<file path="config.mk">
export PLATFORM = sky130hd
export DESIGN_NAME = lcd_top
export DESIGN_NICKNAME = d
export VERILOG_FILES = /design/src/verilog/lcd_seq_pkg.sv /design/src/verilog/lcd_bus_pkg.sv /design/src/verilog/lcd_top.sv /design/src/verilog/lcd_bus_driver.sv /design/src/verilog/lcd_text_rom.sv /design/src/verilog/lcd_phase_seq.sv
export SDC_FILE = /design/constraint.sdc
export NUM_CORES = 1
export LEC_CHECK = 0
export ABC_CLOCK_PERIOD_IN_PS = 4300
export BUFFER_PORTS_ARGS = -buffer_cell sky130_fd_sc_hd__buf_2
export CAP_MARGIN = 20
export CORE_AREA = 5 5 73 75
export DETAILED_ROUTE_END_ITERATION = 10
export DIE_AREA = 0 0 78 80
export PLACE_DENSITY = 0.7
export SLEW_MARGIN = 40
export SYNTH_ARGS = -nofsm -noshare
export SYNTH_HDL_FRONTEND = slang
export SYNTH_SLANG_ARGS = --single-unit
export TNS_END_PERCENT = 10
</file>
<file path="constraint.sdc">
create_clock -name resetn -period 4.3 [get_ports resetn]
set_clock_uncertainty 0.2 [all_clocks]
set_input_delay 0.215 -clock resetn [delete_from_list [all_inputs] [get_ports resetn]]
set_output_delay 0.215 -clock resetn [all_outputs]
set_load 0.01 [all_outputs]
</file>
<file path="src/verilog/lcd_seq_pkg.sv">
`default_nettype none

package lcd_seq_pkg;

   typedef enum logic [2:0] {
      power_wait,
      function_set,
      display_on,
      entry_mode,
      line1,
      line2,
      home_wait,
      entry_refresh
   } phase_t;

   typedef logic [8:0] step_t;            // counts up to 400

   // last step of each phase
   localparam step_t phase_len_power_wait = 9'd70;
   localparam step_t phase_len_command    = 9'd30;
   localparam step_t phase_len_line       = 9'd20;
   localparam step_t phase_len_home       = 9'd400;
   localparam step_t phase_len_refresh    = 9'd200;

   localparam int line_chars = 16;

   typedef logic [2:0] screen_t;

   localparam screen_t screen_title = 3'd0;
   localparam screen_t screen_music = 3'd1;
   localparam screen_t screen_score = 3'd2;

   function automatic step_t phase_last(input phase_t p);
      case (p)
         power_wait:                           phase_last = phase_len_power_wait;
         function_set, display_on, entry_mode: phase_last = phase_len_command;
         line1, line2:                         phase_last = phase_len_line;
         home_wait:                            phase_last = phase_len_home;
         default:                              phase_last = phase_len_refresh;
      endcase
   endfunction

endpackage

`default_nettype wire

</file>
<file path="src/verilog/lcd_bus_pkg.sv">
`default_nettype none

package lcd_bus_pkg;

   localparam int lcd_data_width = 8;
   localparam int lcd_addr_width = lcd_data_width - 1;   // ddram address field

   // one bus byte, read either as a command or as a character
   typedef union packed {
      logic [lcd_data_width-1:0] char_code;
      struct packed {
         logic                      set_addr;            // 1 = set ddram address
         logic [lcd_addr_width-1:0] addr;
      } cmd;
   } lcd_word_t;

   // instruction codes
   localparam logic [lcd_data_width-1:0] cmd_function_set = 8'h3C;   // 8 bit, 2 lines
   localparam logic [lcd_data_width-1:0] cmd_display_on   = 8'h0C;   // no cursor
   localparam logic [lcd_data_width-1:0] cmd_entry_mode   = 8'h06;   // increment, no shift
   localparam logic [lcd_data_width-1:0] cmd_return_home  = 8'h02;

   // line start addresses
   localparam logic [lcd_addr_width-1:0] addr_line1 = 7'h00;
   localparam logic [lcd_addr_width-1:0] addr_line2 = 7'h40;

   localparam logic [lcd_data_width-1:0] char_space = 8'h20;

endpackage

`default_nettype wire
</file>
<file path="src/verilog/lcd_top.sv">
`timescale 1ns/100ps
`default_nettype none

module lcd_top (
   input  logic                   resetn,
   input  logic                   clk,
   input  lcd_seq_pkg::screen_t   screen,
   output logic                   lcd_e,
   output logic                   lcd_rs,
   output logic                   lcd_rw,
   output lcd_bus_pkg::lcd_word_t lcd_data
);
   import lcd_bus_pkg::*;
   import lcd_seq_pkg::*;

   phase_t    phase;
   step_t     step;
   lcd_word_t ch;

   assign lcd_e = resetn;                       // enable strobe follows the clock

   lcd_phase_seq u_seq (
      .resetn (resetn),
      .clk    (clk),
      .phase  (phase),
      .step   (step)
   );

   lcd_text_rom u_rom (
      .screen (screen),
      .phase  (phase),
      .step   (step),
      .ch     (ch)
   );

   lcd_bus_driver u_drv (
      .resetn   (resetn),
      .clk      (clk),
      .screen   (screen),
      .phase    (phase),
      .step     (step),
      .ch       (ch),
      .lcd_rs   (lcd_rs),
      .lcd_rw   (lcd_rw),
      .lcd_data (lcd_data)
   );

endmodule

`default_nettype wire

</file>
<file path="src/verilog/lcd_bus_driver.sv">
`timescale 1ns/100ps
`default_nettype none

module lcd_bus_driver (
   input  logic                   resetn,
   input  logic                   clk,
   input  lcd_seq_pkg::screen_t   screen,
   input  lcd_seq_pkg::phase_t    phase,
   input  lcd_seq_pkg::step_t     step,
   input  lcd_bus_pkg::lcd_word_t ch,
   output logic                   lcd_rs,
   output logic                   lcd_rw,
   output lcd_bus_pkg::lcd_word_t lcd_data
);
   import lcd_bus_pkg::*;
   import lcd_seq_pkg::*;

   logic      screen_ok;
   logic      rs_nxt;
   logic      rw_nxt;
   lcd_word_t word_nxt;

   assign screen_ok = screen inside {screen_title, screen_music, screen_score};

   always_comb begin
      rs_nxt   = 1'b0;
      rw_nxt   = 1'b0;
      word_nxt = '0;
      case (phase)
         power_wait: begin
            rs_nxt = 1'b1;                      // idle levels
            rw_nxt = 1'b1;
         end
         function_set:  word_nxt = lcd_word_t'(cmd_function_set);
         display_on:    word_nxt = lcd_word_t'(cmd_display_on);
         entry_mode:    word_nxt = lcd_word_t'(cmd_entry_mode);
         line1, line2: begin
            if (step == '0) begin
               word_nxt.cmd.set_addr = 1'b1;
               word_nxt.cmd.addr     = (phase == line2) ? addr_line2 : addr_line1;
            end else begin
               rs_nxt             = 1'b1;       // character write
               word_nxt.char_code = ch.char_code;
            end
         end
         home_wait:     word_nxt = lcd_word_t'(cmd_return_home);
         entry_refresh: word_nxt = lcd_word_t'(cmd_entry_mode);
         default:       word_nxt = '0;
      endcase
   end

   always_ff @(posedge resetn or posedge clk) begin
      if (clk) begin
         lcd_rs   <= 1'b1;
         lcd_rw   <= 1'b1;
         lcd_data <= '0;
      end else if (screen_ok) begin             // invalid screen freezes the bus
         lcd_rs   <= rs_nxt;
         lcd_rw   <= rw_nxt;
         lcd_data <= word_nxt;
      end
   end

   // in a line phase, a command write is only ever a set-address
   a_line_cmd_is_addr : assert property (
      @(posedge resetn) disable iff (clk)
      (screen_ok && phase inside {line1, line2}) |=> (lcd_rs || lcd_data.cmd.set_addr)
   );

endmodule

`default_nettype wire

</file>
<file path="src/verilog/lcd_text_rom.sv">
`timescale 1ns/100ps
`default_nettype none

module lcd_text_rom (
   input  lcd_seq_pkg::screen_t   screen,
   input  lcd_seq_pkg::phase_t    phase,
   input  lcd_seq_pkg::step_t     step,
   output lcd_bus_pkg::lcd_word_t ch
);
   import lcd_bus_pkg::*;
   import lcd_seq_pkg::*;

   step_t                                 col;
   logic                                  second_line;
   logic                                  in_text;
   logic [lcd_data_width*line_chars-1:0]  text;

   assign col         = step - step_t'(1);     // step 0 carries the address
   assign second_line = (phase == line2);
   assign in_text     = (phase inside {line1, line2}) && (col < step_t'(line_chars));

   always_comb begin
      text = {line_chars{char_space}};          // unknown screens stay blank
      case (screen)
         screen_title: begin
            if (second_line) begin
               text = "2.LastGame Score";
            end else begin
               text = "1.Start Game    ";
            end
         end
         screen_music: begin
            if (second_line) begin
               text = "3.music3        ";
            end else begin
               text = "1.music12.music2";
            end
         end
         screen_score: begin
            if (second_line) begin
               text = {line_chars{char_space}};
            end else begin
               text = "Last Game Score ";
            end
         end
         default: begin
            text = {line_chars{char_space}};
         end
      endcase
   end

   // leftmost character sits in the top byte
   always_comb begin
      ch.char_code = char_space;
      if (in_text) begin
         ch.char_code = text[lcd_data_width*(line_chars-1-col[3:0]) +: lcd_data_width];
      end
   end

endmodule

`default_nettype wire

</file>
<file path="src/verilog/lcd_phase_seq.sv">
`timescale 1ns/100ps
`default_nettype none

module lcd_phase_seq (
   input  logic                resetn,
   input  logic                clk,
   output lcd_seq_pkg::phase_t phase,
   output lcd_seq_pkg::step_t  step
);
   import lcd_seq_pkg::*;

   phase_t phase_nxt;
   logic   phase_done;

   assign phase_done = (step == phase_last(phase));

   always_comb begin
      case (phase)
         power_wait:    phase_nxt = function_set;
         function_set:  phase_nxt = display_on;
         display_on:    phase_nxt = entry_mode;
         entry_mode:    phase_nxt = line1;
         line1:         phase_nxt = line2;
         line2:         phase_nxt = home_wait;
         home_wait:     phase_nxt = entry_refresh;
         entry_refresh: phase_nxt = line1;      // loop back, no new set-up
         default:       phase_nxt = power_wait;
      endcase
   end

   always_ff @(posedge resetn or posedge clk) begin
      if (clk) begin
         phase <= power_wait;
         step  <= '0;
      end else if (phase_done) begin
         phase <= phase_nxt;
         step  <= '0;
      end else begin
         step  <= step + step_t'(1);
      end
   end

   // step stays inside the current phase window
   a_step_in_range : assert property (
      @(posedge resetn) disable iff (clk)
      step <= phase_last(phase)
   );

endmodule

`default_nettype wire

</file>
==> results of run 1 <==
-- layout by cell type (no fill, tap or decap), types with 4 or more instances in the layout --
cell	Yosys	routed
sky130_fd_sc_hd__nor2_1	31	31
sky130_fd_sc_hd__a21oi_1	23	23
sky130_fd_sc_hd__o21ai_0	20	20
sky130_fd_sc_hd__dfrtp_1	20	20
sky130_fd_sc_hd__nand2_1	19	19
sky130_fd_sc_hd__buf_2	6	15
sky130_fd_sc_hd__nor3_1	14	14
sky130_fd_sc_hd__nand3_1	9	9
sky130_fd_sc_hd__a31oi_1	8	8
sky130_fd_sc_hd__xor2_1	8	8
sky130_fd_sc_hd__xnor2_1	6	6
sky130_fd_sc_hd__inv_1	7	6
sky130_fd_sc_hd__ha_1	6	6
sky130_fd_sc_hd__clkbuf_8	4	6
sky130_fd_sc_hd__and2_1	5	5
sky130_fd_sc_hd__nand2b_1	5	5
sky130_fd_sc_hd__o31ai_1	5	5
sky130_fd_sc_hd__nor2b_1	4	4
sky130_fd_sc_hd__nand4_1	4	4
-- power by group --
group | switching [mW] | internal (mW)
combinational | 0.0333 | 0.0170
clock | 0.0895 | 0.132
sequential | 0.00259 | 0.213
-- layer usage --
layer	part of all wire, %	vias to the layer above
met5	0	-
met4	0.54	0
met3	7.8	2
met2	46	109
met1	46	1059
li1	-	1066
-- metrics by stage --
stage                     instances  worst slack (ns)  cell area, sq um  hold slack [ns]
after CTS                       341              1.30              2300            0.156
after global routing            341              1.02              2310            0.168
after detailed placement        333              1.34              2210            0.116
after global placement          333              1.41              2210            0.116
after floorplan                 290              1.62              2220          0.00274
final                           341              1.26              2310            0.169
-- worst paths after layout --
check | to | start | slack, ns
worst max-delay path | u_drv.lcd_data[6] | u_seq.step[1] | 1.26
worst min-delay path | u_drv.lcd_data[5] | screen[0] | 0.17
worst max register to register | u_drv.lcd_data[6] | u_seq.step[1] | 1.26
worst min register to register | u_drv.lcd_rs | u_drv.lcd_rs | 0.27
max in group asynchronous | u_drv.lcd_rw | clk | 3.35
min in group asynchronous | u_seq.phase[0] | clk | 0.19
-- worst register-to-register path, delay by kind of cell, from the launching register on --
kind                       cells  cell delay (ns)
AOI/OAI and AO/OA              5             1.07
adders and majority gates      1             0.76
DFF                            1             0.50
and+or+nand+nor                1             0.24
buffers and inverters          1             0.13
-- cell type report --
cell class	instances	area (sq um)	area share (%)
Clock buffer	8	91.3	3.95
Inverter	8	30.0	1.30
Multi-Input combinational cell	233	1480	64.1
Sequential cell	22	553	23.9
Tap cell	54	67.6	2.92
Timing Repair Buffer	16	87.6	3.79
-- flip-flops by register name (all words and copies together) (netlist names) --
name and cells:
u_seq.step 9, u_drv.lcd_rs 1, u_drv.lcd_data 8, u_seq.phase 3, u_drv.lcd_rw 1
-- synth_stat cells, drive strengths merged, types with 2 or more instances --
library cell   n  share of area (%)
and3           3               0.85
nand2         20                3.5
clkbuf        15                4.3
nor3          14                3.2
dfstp          2                2.4
o31ai          5                1.7
buf           12                3.0
nor4           2               0.56
nor2          31                5.2
and2           5                1.4
a22o           3                1.2
a221oi         3                1.2
a22oi          2               0.68
or2            2               0.56
nor3b          2               0.68
nand3          9                2.0
a21oi         23                5.2
a32oi          3                1.2
o21ai         22                5.0
nand4          4                1.1
ha             6                3.4
a211oi         3                1.0
a21o           4                1.5
o32ai          3                1.2
nand2b         5                1.4
or3            4                1.2
nor4b          3                1.5
o21bai         2               0.68
dfrtp         20                 23
o22ai          3               0.85
a311oi         3                1.2
xnor2          7                3.1
inv            8                1.4
xor2           8                3.2
a31oi          8                2.3
nor2b          4                1.1
o311ai         2               0.79
-- kinds of logic after synthesis --
logic type,after synthesis,share of synthesized area (%)
simple gates,111,25.6
compound gates,101,31.1
buf+inv,35,8.74
flops,22,24.9
xor+xnor,15,6.26
fa+ha+maj,6,3.38
-- what timing repair did --
item                                   in CTS  in global routing
endpoints found under the hold margin      20                  0
hold buffers                                1                  0
gates resized for setup                     0                  0
==> qor.log, run 1 <==
INFO  grt            top_usage_layer=met2
INFO  clocking       cts_tree=built
INFO  placed_design  place.detailed.hpwl=3970microns
INFO  sta            worst_slew_margin_rel=52.0%
INFO  placed_design  gp_congestion=0.922
INFO  worst_setup_path cp_cell_sequence=inv_1 > ha_1 > nand2b_1 > o31ai_1 > o311ai_0 > a211oi_1 > a221oi_1 > o31ai_1
INFO  layout         design.final.nets=299
INFO  grt            grt_pass1_wl=9730microns
INFO  drt            route.detailed.vias_per_inst=6.56
INFO  grt            grt.met3_usage=3.16%
INFO  sta            post-route-period-util=70.7%
INFO  synth          synth_seq_area_share=24.9%
INFO  worst_setup_path worst-endpoint-arrival=3.08ns
INFO  grt            vias_in_the_first_global_route=1,966
INFO  floorplanning  io-pin-count=16
INFO  layout         core_util_final=50.3%
INFO  sta            report.final.slew_viol_count=0
INFO  grt            grt_use_met1=26.9%
INFO  layout         share_of_post_route_cells_with_drive_strength_above_1=13.2%
INFO  sta            rsz0062_at_grt=false
INFO  sta            slew_at_the_pin_closest_to_its_max_slew_limit=0.714ns
INFO  drt            drt_drc_violations_left=0
INFO  worst_setup_path critical_path.max_fanout=25
INFO  pwr            static-leakage-power=0.905nW
INFO  worst_setup_path slowest_delay=0.76ns
INFO  drt            vias=2,236
INFO  grt            overflow=0
INFO  sta            totalNegativeSetupSlack=0ns
INFO  worst_setup_path worst-endpoint-required=4.34ns
INFO  synth          postSynth.asyncResetShare=100%
INFO  synth          postSynthRegisterBits=22
INFO  synth          yosysUniqueCellTypes=63
INFO  sta            finalHoldViolations=0
INFO  worst_setup_path crit_buf_inv=1
INFO  worst_setup_path crit_slowest_cell=sky130_fd_sc_hd__ha_1
INFO  clocking       post_cts.repair.setup_buffers=0
INFO  floorplanning  die_area=6240squm
INFO  sta            layout_min_cycle_time=3.04ns
INFO  min_path       cell_count_of_the_worst_hold_path=3
INFO  drt            post_drt_wl_per_cell=16.8microns
INFO  grt            met2_track_demand_over_resource_in_global_routing=28.9%
INFO  grt            globalRouteTotalUtil=18.9%
INFO  run            max-cap-violations=0
INFO  synth          synthesis.nets=301
INFO  worst_setup_path levels_on_crit_path=8
INFO  synth          number_of_standard_cells_after_synthesis=290
INFO  floorplanning  floorplan.initialDensity=48.3%
INFO  floorplanning  design.core.area=4600squm
INFO  drt            final_antenna_net_count=0
INFO  run_status     status=finished clean
INFO  layout         insertedDiodeCount=0
INFO  grt            grt_antenna_before_repair=0
INFO  layout         layout-area-overhead-vs-synth=4.23%
INFO  grt            grt_start_max_net_pins=33
INFO  synth          synth_enable_flop_cells=0
INFO  worst_setup_path path_class=reg -> reg
INFO  min_path       hp-class=in -> reg
INFO  floorplanning  row_count=25
INFO  placed_design  io_buffers=15
INFO  worst_setup_path critical_path.endpoint_type=flop
INFO  pwr            worst_ir_drop_vdd=0.137mV
INFO  pwr            power.density_cell_area=210nW/um^2
INFO  layout         fillerInstances=456
INFO  worst_setup_path timing.critical_path.mode_cell=sky130_fd_sc_hd__o31ai_1
INFO  worst_setup_path critPathLaunchType=flop
INFO  synth          synth_area=2220squm
INFO  drt            detailedRoute.firstIterationViolations=269
INFO  worst_setup_path reg2reg_depth=8
INFO  synth          synth_area_per_cell=7.65squm
INFO  floorplanning  die_height=80microns
INFO  synth          synth_ff_type=sky130_fd_sc_hd__dfrtp_1
INFO  worst_setup_path cell_family_contributing_the_most_delay_on_the_critical_path=compound AO/OA/AOI/OAI gates
INFO  clocking       worst_skew_pair.late_latency=0.37ns
INFO  drt            finalWirelength=5730microns
INFO  floorplanning  floorplan.die.width=78microns
INFO  sta            timing.final.setup_violations=0
INFO  clocking       path_clk_slew=0.09ns
INFO  synth          ys_warn_count=0
INFO  sta            clock.fmax=329MHz
INFO  drt            detail_route.first_pass.iterations=6
INFO  pwr            totalPowerFinal=487uW
Power figures use the tool's default switching activity.
==> run 2, diff against run 1 <==
--- a/config.mk
+++ b/config.mk
@@ -5,13 +5,13 @@
 export SDC_FILE = /design/constraint.sdc
 export NUM_CORES = 1
 export LEC_CHECK = 0
-export ABC_CLOCK_PERIOD_IN_PS = 4300
+export ABC_CLOCK_PERIOD_IN_PS = 2700
 export BUFFER_PORTS_ARGS = -buffer_cell sky130_fd_sc_hd__buf_2
 export CAP_MARGIN = 20
 export CORE_AREA = 5 5 73 75
 export DETAILED_ROUTE_END_ITERATION = 10
 export DIE_AREA = 0 0 78 80
-export PLACE_DENSITY = 0.7
+export PLACE_DENSITY = 0.72
 export SLEW_MARGIN = 40
 export SYNTH_ARGS = -nofsm -noshare
 export SYNTH_HDL_FRONTEND = slang
==> constraint.sdc (replaced) <==
create_clock -name resetn -period 2.7 [get_ports resetn]
set_clock_uncertainty 0.2 [all_clocks]
set_input_delay 0.135 -clock resetn [delete_from_list [all_inputs] [get_ports resetn]]
set_output_delay 0.135 -clock resetn [all_outputs]
set_load 0.01 [all_outputs]
==> run 2 against run 1 <==
  * Cell area is 7.6% higher
  * Fmax is 18% higher
  * Critical path depth stayed put
  * Setup slack worse by 1.1 ns
  * Clock-buffer cell count stayed put
  * Critical path type unchanged
==> qor.log, run 2 (synthesized netlist as in run 1, its figures left out) <==
INFO  run_status     status=finished clean
INFO  floorplanning  io-pin-count=16
INFO  worst_setup_path slowest_delay=0.51ns
INFO  worst_setup_path worst-endpoint-required=2.78ns
INFO  clocking       cts_tree=built
INFO  clocking       worst_skew_pair.late_latency=0.37ns
INFO  grt            overflow=0
INFO  sta            post-route-period-util=95.7%
INFO  layout         final_cell_count_no_fill=362
INFO  worst_setup_path cp_cell_sequence=inv_1 > ha_2 > or4b_4 > a2111oi_4 > o21ai_2 > a211oi_1 > a221oi_1 > o31ai_1
INFO  pwr            totalPowerFinal=804uW
INFO  floorplanning  floorplan.initialDensity=48.3%
INFO  layout         most-common-layout-cells=sky130_fd_sc_hd__nor2_1 (30), sky130_fd_sc_hd__a21oi_1 (23), sky130_fd_sc_hd__buf_4 (22), sky130_fd_sc_hd__o21ai_0 (20), sky130_fd_sc_hd__dfrtp_1 (20)
INFO  placed_design  io_buffers=15
INFO  floorplanning  floorplan.die.width=78microns
INFO  layout         fillerInstances=454
INFO  layout         insertedDiodeCount=0
INFO  floorplanning  design.core.area=4600squm
INFO  grt            globalRouteTotalUtil=20.5%
INFO  layout         mostFrequentLayoutCell=sky130_fd_sc_hd__nor2_1
INFO  sta            report.final.slew_viol_count=0
INFO  grt            grt_antenna_before_repair=0
INFO  worst_setup_path critPathLaunchType=flop
INFO  sta            clock.fmax=387MHz
INFO  run            max-cap-violations=0
INFO  placed_design  dpl-instance-area=2360squm
INFO  sta            timing.final.setup_violations=0
INFO  pwr            power.density_cell_area=323nW/um^2
INFO  pwr            total_switching_power=201uW
INFO  worst_setup_path critical_path.max_fanout=5
INFO  worst_setup_path worst-endpoint-arrival=2.66ns
INFO  pwr            share_comb_of_total_power=10.6%
INFO  drt            vias=2,330
INFO  sta            layout_min_cycle_time=2.58ns
INFO  layout         post-route-cell-area=2490squm
INFO  layout         largest_reg_flops=9
INFO  placed_design  placedCellCount=354
INFO  floorplanning  die_height=80microns
INFO  drt            detail_route.first_pass.iterations=5
INFO  sta            hold_slack=0.0971ns
INFO  placed_design  place.detailed.hpwl=4490microns
INFO  layout         layout-area-overhead-vs-synth=12.2%
INFO  drt            route.detailed.vias_per_inst=6.44
INFO  clocking       path_clk_slew=0.08ns
INFO  sta            finalHoldViolations=0
INFO  pwr            static-leakage-power=1.01nW
INFO  drt            detailedRoute.firstIterationViolations=260
INFO  placed_design  gp_congestion=0.979
INFO  pwr            p_int=603uW
INFO  worst_setup_path path_class=reg -> reg
INFO  drt            drt_drc_violations_left=0
INFO  pwr            sw_frac_of_total=25.0%
INFO  worst_setup_path crit_slowest_cell=sky130_fd_sc_hd__or4b_4
INFO  drt            finalWirelength=6340microns
INFO  layout         design.final.nets=320
INFO  pwr            seqPwrFrac=42.7%
INFO  worst_setup_path cell_family_contributing_the_most_delay_on_the_critical_path=compound AO/OA/AOI/OAI gates
INFO  worst_setup_path crit_buf_inv=1
INFO  sta            worst_slew_margin_rel=65.3%
INFO  floorplanning  die_area=6240squm
INFO  pwr            worst_ir_drop_vdd=0.208mV
INFO  drt            post_drt_wl_per_cell=17.5microns
INFO  layout         share_of_post_route_cells_with_drive_strength_above_1=21.4%
INFO  grt            vias_in_the_first_global_route=2,190
INFO  worst_setup_path critical_path.endpoint_type=flop
INFO  pwr            p_clk_share=46.7%
INFO  sta            slew_at_the_pin_closest_to_its_max_slew_limit=0.518ns
INFO  grt            grt_start_max_net_pins=33
INFO  grt            grt_pass1_wl=10,400microns
INFO  layout         max_flop_register=u_seq.step
INFO  layout         top_regs=u_seq.step x9, u_drv.lcd_data x8, u_seq.phase x3
INFO  drt            final_antenna_net_count=0
INFO  min_path       hp-class=in -> reg
INFO  floorplanning  row_count=25
-- run 2: repair_timing --
item,CTS,global route
endpoints found under the setup margin,0,16
hold endpoints to repair,20,0
buffers inserted,0,0
gates resized for setup,0,9
hold buffers,1,0
-- run 2: layout make-up --
cell class / instances / area [sq um] / share of cell area (%)
sequential: 22 / 553 / 22.2
inverter: 8 / 30.0 / 1.21
multi-input combinational: 233 / 1490 / 59.9
clock buffer: 8 / 101 / 4.07
timing repair buffer: 37 / 245 / 9.85
tap: 54 / 67.6 / 2.71
-- run 2: metrics by stage --
| stage | setup WS, ns | TNS (ns) | util, % |
|---|---|---|---|
| after CTS | 0.0423 | 0 | 53.7 |
| after global placement | 0.0845 | 0 | 51.4 |
| after floorplan | 0.0746 | 0 | - |
| after global routing | -0.0211 | -0.0211 | 54.1 |
| final | 0.117 | 0 | 54.1 |
| after detailed placement | 0.0570 | 0 | 51.4 |
-- run 2: final timing paths --
path | slack, ns | cells past startpoint | from | endpoint
max | 0.12 | 8 | u_seq.step[1] | u_drv.lcd_data[6]
min | 0.1 | 4 | screen[1] | u_drv.lcd_data[6]
max reg2reg | 0.12 | 8 | u_seq.step[1] | u_drv.lcd_data[6]
min reg2reg | 0.27 | 2 | u_drv.lcd_rs | u_drv.lcd_rs
max in group asynchronous | 1.85 | 3 | clk | u_drv.lcd_rw
min in group asynchronous | 0.11 | 3 | clk | u_drv.lcd_data[4]
-- run 2: routing by layer --
| layer | global-route usage, % | vias up | share of wire (%) |
|---|---|---|---|
| li1 | - | 1115 | - |
| met1 | 27.2 | 1082 | 42 |
| met2 | 33.0 | 118 | 47 |
| met3 | 3.16 | 15 | 8.9 |
| met4 | 8.28 | 0 | 1.8 |
| met5 | 0 | - | 0 |
-- run 2: power groups by stage --
stage	Sequential (mW)	Clock, mW	Combinational, mW
floorplan	0.353	0.0305	0.0536
global placement	0.350	0.0224	0.0808
detailed placement	0.350	0.0224	0.0812
CTS	0.344	0.383	0.0829
global route	0.345	0.404	0.0944
finish	0.344	0.375	0.0852
-- run 2: tightest hold or removal path, stage by stage --
cell and delay (ns):
sky130_fd_sc_hd__buf_2 0.28, sky130_fd_sc_hd__nand2_1 0.09, sky130_fd_sc_hd__nand2_1 0.06, sky130_fd_sc_hd__o31ai_1 0.07
==> run 3, diff against run 2 <==
--- a/config.mk
+++ b/config.mk
@@ -5,13 +5,14 @@
 export SDC_FILE = /design/constraint.sdc
 export NUM_CORES = 1
 export LEC_CHECK = 0
+export ABC_AREA = 1
 export ABC_CLOCK_PERIOD_IN_PS = 2700
 export BUFFER_PORTS_ARGS = -buffer_cell sky130_fd_sc_hd__buf_2
 export CAP_MARGIN = 20
-export CORE_AREA = 5 5 73 75
+export CORE_AREA = 5 5 74 76
 export DETAILED_ROUTE_END_ITERATION = 10
-export DIE_AREA = 0 0 78 80
-export PLACE_DENSITY = 0.72
+export DIE_AREA = 0 0 79 81
+export PLACE_DENSITY = 0.71
 export SLEW_MARGIN = 40
 export SYNTH_ARGS = -nofsm -noshare
 export SYNTH_HDL_FRONTEND = slang
==> run 3 against run 2 <==
  * Fmax increased by 5.8%
  * Synthesized area rose by 1.4%
  * Die area grew 2.5%
  * Sequential power decreased by 2%
  * Utilization shrank 0.67 points
  * Synthesized cell count up 31%
  * First-iteration DRC count grew 49%
  * Register-to-register slack improved by 0.14 ns
==> qor.log, run 3 <==
INFO  pwr            static-leakage-power=1.30nW
INFO  floorplanning  io-pin-count=16
INFO  synth          postSynth.asyncResetShare=100%
INFO  worst_setup_path r2r_setup_slack=0.26ns
INFO  floorplanning  floorplan.initialDensity=48.3%
INFO  drt            post_drt_wl_per_cell=13.1microns
INFO  drt            final_antenna_net_count=0
INFO  layout         mostFrequentLayoutCell=sky130_fd_sc_hd__nand2_1
INFO  worst_setup_path crit_start=u_seq.phase[0]
INFO  sta            totalNegativeSetupSlack=0ns
INFO  layout         layout-area-overhead-vs-synth=10.7%
INFO  placed_design  dpl-instance-area=2360squm
INFO  synth          postSynthRegisterBits=22
INFO  layout         fillerInstances=466
INFO  synth          ys_warn_count=0
INFO  layout         final_cell_count_no_fill=449
INFO  placed_design  place.detailed.hpwl=4450microns
INFO  synth          number_of_standard_cells_after_synthesis=379
INFO  clocking       path_clk_slew=0.08ns
INFO  floorplanning  die_height=81microns
INFO  clocking       worst_skew_pair.late_latency=0.37ns
INFO  synth          synth_area_per_cell=5.94squm
INFO  synth          synth_enable_flop_cells=0
INFO  sta            hold_slack=0.120ns
INFO  worst_setup_path critical_path.endpoint_type=flop
INFO  layout         core_util_final=53.5%
INFO  synth          yosysUniqueCellTypes=35
INFO  drt            detail_route.first_pass.iterations=5
INFO  synth          synth_area=2250squm
INFO  grt            grt_start_max_net_pins=23
INFO  layout         share_of_post_route_cells_with_drive_strength_above_1=15.7%
INFO  min_path       hp-class=in -> async
INFO  pwr            totalPowerFinal=855uW
INFO  floorplanning  floorplan.die.width=79microns
INFO  synth          synthMostInstantiatedCell=sky130_fd_sc_hd__nand2_1
INFO  sta            finalHoldViolations=0
INFO  drt            drt_drc_violations_left=0
INFO  worst_setup_path crit_slowest_cell=sky130_fd_sc_hd__dfrtp_1
INFO  run            max-cap-violations=0
INFO  grt            grt_pass1_wl=10,400microns
INFO  placed_design  placement.setup.worst_slack=0.112ns
INFO  synth          synthesis.nets=390
INFO  layout         top_regs=u_seq.step x9, u_drv.lcd_data x8, u_seq.phase x3
INFO  worst_setup_path levels_on_crit_path=13
INFO  synth          synth_top_cells_by_area=sky130_fd_sc_hd__nand2_1 (22%), sky130_fd_sc_hd__dfrtp_1 (22%), sky130_fd_sc_hd__nor2_1 (8.0%), sky130_fd_sc_hd__nand3_1 (7.8%), sky130_fd_sc_hd__inv_1 (5.5%)
INFO  layout         most-common-layout-cells=sky130_fd_sc_hd__nand2_1 (134), sky130_fd_sc_hd__nor2_1 (48), sky130_fd_sc_hd__nand3_1 (35), sky130_fd_sc_hd__inv_1 (32), sky130_fd_sc_hd__o21ai_0 (22)
INFO  worst_setup_path worst-endpoint-required=2.81ns
INFO  clocking       cts_tree=built
INFO  worst_setup_path cp_cell_sequence=inv_1 > ha_1 > nand2_2 > inv_2 > nor2_2 > inv_1 > nor2_2 > nor2_1 > nor2_1 > nand3_2 > nor2_4 > nand2_1 > nand2_1
INFO  layout         post-route-cell-area=2490squm
INFO  floorplanning  design.core.area=4660squm
INFO  worst_setup_path critical_path.max_fanout=11
INFO  placed_design  placedCellCount=441
INFO  sta            layout_min_cycle_time=2.44ns
INFO  worst_setup_path critical_path.reg2reg.endpoint=u_seq.phase[2]
INFO  grt            overflow=0
INFO  placed_design  gp_congestion=0.961
INFO  worst_setup_path crit_buf_inv=3
INFO  grt            globalRouteTotalUtil=19.9%
INFO  worst_setup_path cell_family_contributing_the_most_delay_on_the_critical_path=simple AND/OR/NAND/NOR gates
INFO  grt            grt_antenna_before_repair=0
INFO  synth          synth_ff_type=sky130_fd_sc_hd__dfrtp_1
INFO  worst_setup_path crit-reg2reg-launch=u_seq.phase[0]
INFO  pwr            worst_ir_drop_vdd=0.285mV
INFO  synth          synth_seq_area_share=24.6%
INFO  worst_setup_path critPathLaunchType=flop
INFO  layout         max_flop_register=u_seq.step
INFO  drt            detailedRoute.firstIterationViolations=387
INFO  worst_setup_path worst-endpoint-arrival=2.55ns
INFO  grt            vias_in_the_first_global_route=2,327
INFO  synth          synth.top_cell.area_share=22.3%
INFO  sta            worst_slew_margin_rel=68.2%
INFO  run_status     status=finished clean
INFO  floorplanning  row_count=25
INFO  synth          list_of_most_frequent_post_synthesis_cells=sky130_fd_sc_hd__nand2_1 (134), sky130_fd_sc_hd__nor2_1 (48), sky130_fd_sc_hd__nand3_1 (35), sky130_fd_sc_hd__inv_1 (33), sky130_fd_sc_hd__o21ai_0 (22)
INFO  sta            slew_at_the_pin_closest_to_its_max_slew_limit=0.476ns
INFO  worst_setup_path reg2reg_depth=13
INFO  sta            post-route-period-util=90.5%
INFO  pwr            power.density_cell_area=343nW/um^2
INFO  sta            final_critical_path_setup_slack=0.257ns
INFO  drt            vias=2,501
INFO  sta            timing.final.setup_violations=0
INFO  sta            rsz0062_at_grt=false
INFO  floorplanning  die_area=6400squm
INFO  drt            finalWirelength=5890microns
INFO  worst_setup_path path_class=reg -> reg
INFO  layout         largest_reg_flops=9
INFO  placed_design  io_buffers=15
INFO  synth          synthDominantAreaCellType=sky130_fd_sc_hd__nand2_1
INFO  worst_setup_path setup.worst_path.end=u_seq.phase[2]
INFO  worst_setup_path slowest_delay=0.42ns
INFO  layout         design.final.nets=407
INFO  sta            clock.fmax=409MHz
INFO  sta            report.final.slew_viol_count=0
INFO  drt            route.detailed.vias_per_inst=5.57
INFO  layout         insertedDiodeCount=0
[run 3: changes by cell type after synthesis, sizes merged, moves of 5 or more]
cell,delta
nor2,+23
a21oi,-9
nand2,+125
clkbuf,-9
nand2b,-5
nand3,+29
and2,-5
inv,+31
nor3,-10
a31oi,-7
[run 3: worst reg2reg max path: stages (launching register included)]
cell                      delay (ns)
sky130_fd_sc_hd__dfrtp_1        0.42
sky130_fd_sc_hd__inv_1          0.09
sky130_fd_sc_hd__ha_1           0.26
sky130_fd_sc_hd__nand2_2        0.14
sky130_fd_sc_hd__inv_2          0.06
sky130_fd_sc_hd__nor2_2         0.22
sky130_fd_sc_hd__inv_1          0.08
sky130_fd_sc_hd__nor2_2         0.12
sky130_fd_sc_hd__nor2_1         0.05
sky130_fd_sc_hd__nor2_1         0.15
sky130_fd_sc_hd__nand3_2        0.13
sky130_fd_sc_hd__nor2_4         0.30
sky130_fd_sc_hd__nand2_1        0.08
sky130_fd_sc_hd__nand2_1        0.06
[run 3: cell families (layout without fill, tap and decap cells)]
family | after synthesis | after routing | synth area share (%)
AND/OR/NAND/NOR | 245 | 245 | 47.9
buffers and inverters | 54 | 70 | 10.3
AO/OA/AOI/OAI | 44 | 44 | 10.8
flip-flops | 22 | 22 | 24.6
XOR/XNOR | 8 | 8 | 3.11
adder cells (fa/ha/maj) | 6 | 6 | 3.34
[run 3: power by group]
| part | internal [mW] | switching (mW) | total, mW |
|---|---|---|---|
| registers | 0.336 | 0.00149 | 0.337 |
| clock network | 0.302 | 0.140 | 0.443 |
| logic | 0.0225 | 0.0523 | 0.0748 |
[run 3: worst min-delay path by stage]
stage	from	endpoint	slack [ns]	cells past startpoint
2_1_floorplan	clk	u_drv.lcd_data[0]	-0.08	1
3_3_place_gp	resetn	lcd_e	0.04	1
3_5_place_dp	clk	u_seq.step[8]	-0.02	2
4_1_cts	clk	u_seq.step[7]	0.13	3
5_1_grt	clk	u_seq.step[3]	0.17	3
6_report	clk	u_seq.step[4]	0.12	3
[run 3: final cells by class]
class,count,area (sq um),share of cell area [%]
clock inverter,1,30.0,1.20
clock buffer,7,87.6,3.51
timing repair buffer,22,133,5.32
inverter,40,150,6.02
tap,54,67.6,2.71
sequential,22,553,22.2
multi-input combinational,303,1470,59.0
[run 3: layer usage]
metal	global-route usage, %	part of all wire, %	vias to the layer above
met5	0	0	-
met4	6.70	2.1	0
met3	3.44	7.0	21
met2	32.7	45	125
met1	26.6	46	1123
li1	-	-	1232
[run 3: timing repair]
item,CTS,global route
hold endpoints to repair,22,0
hold buffers,1,0
gates resized for setup,0,1
buffers inserted,0,0
setup endpoints to repair,0,11
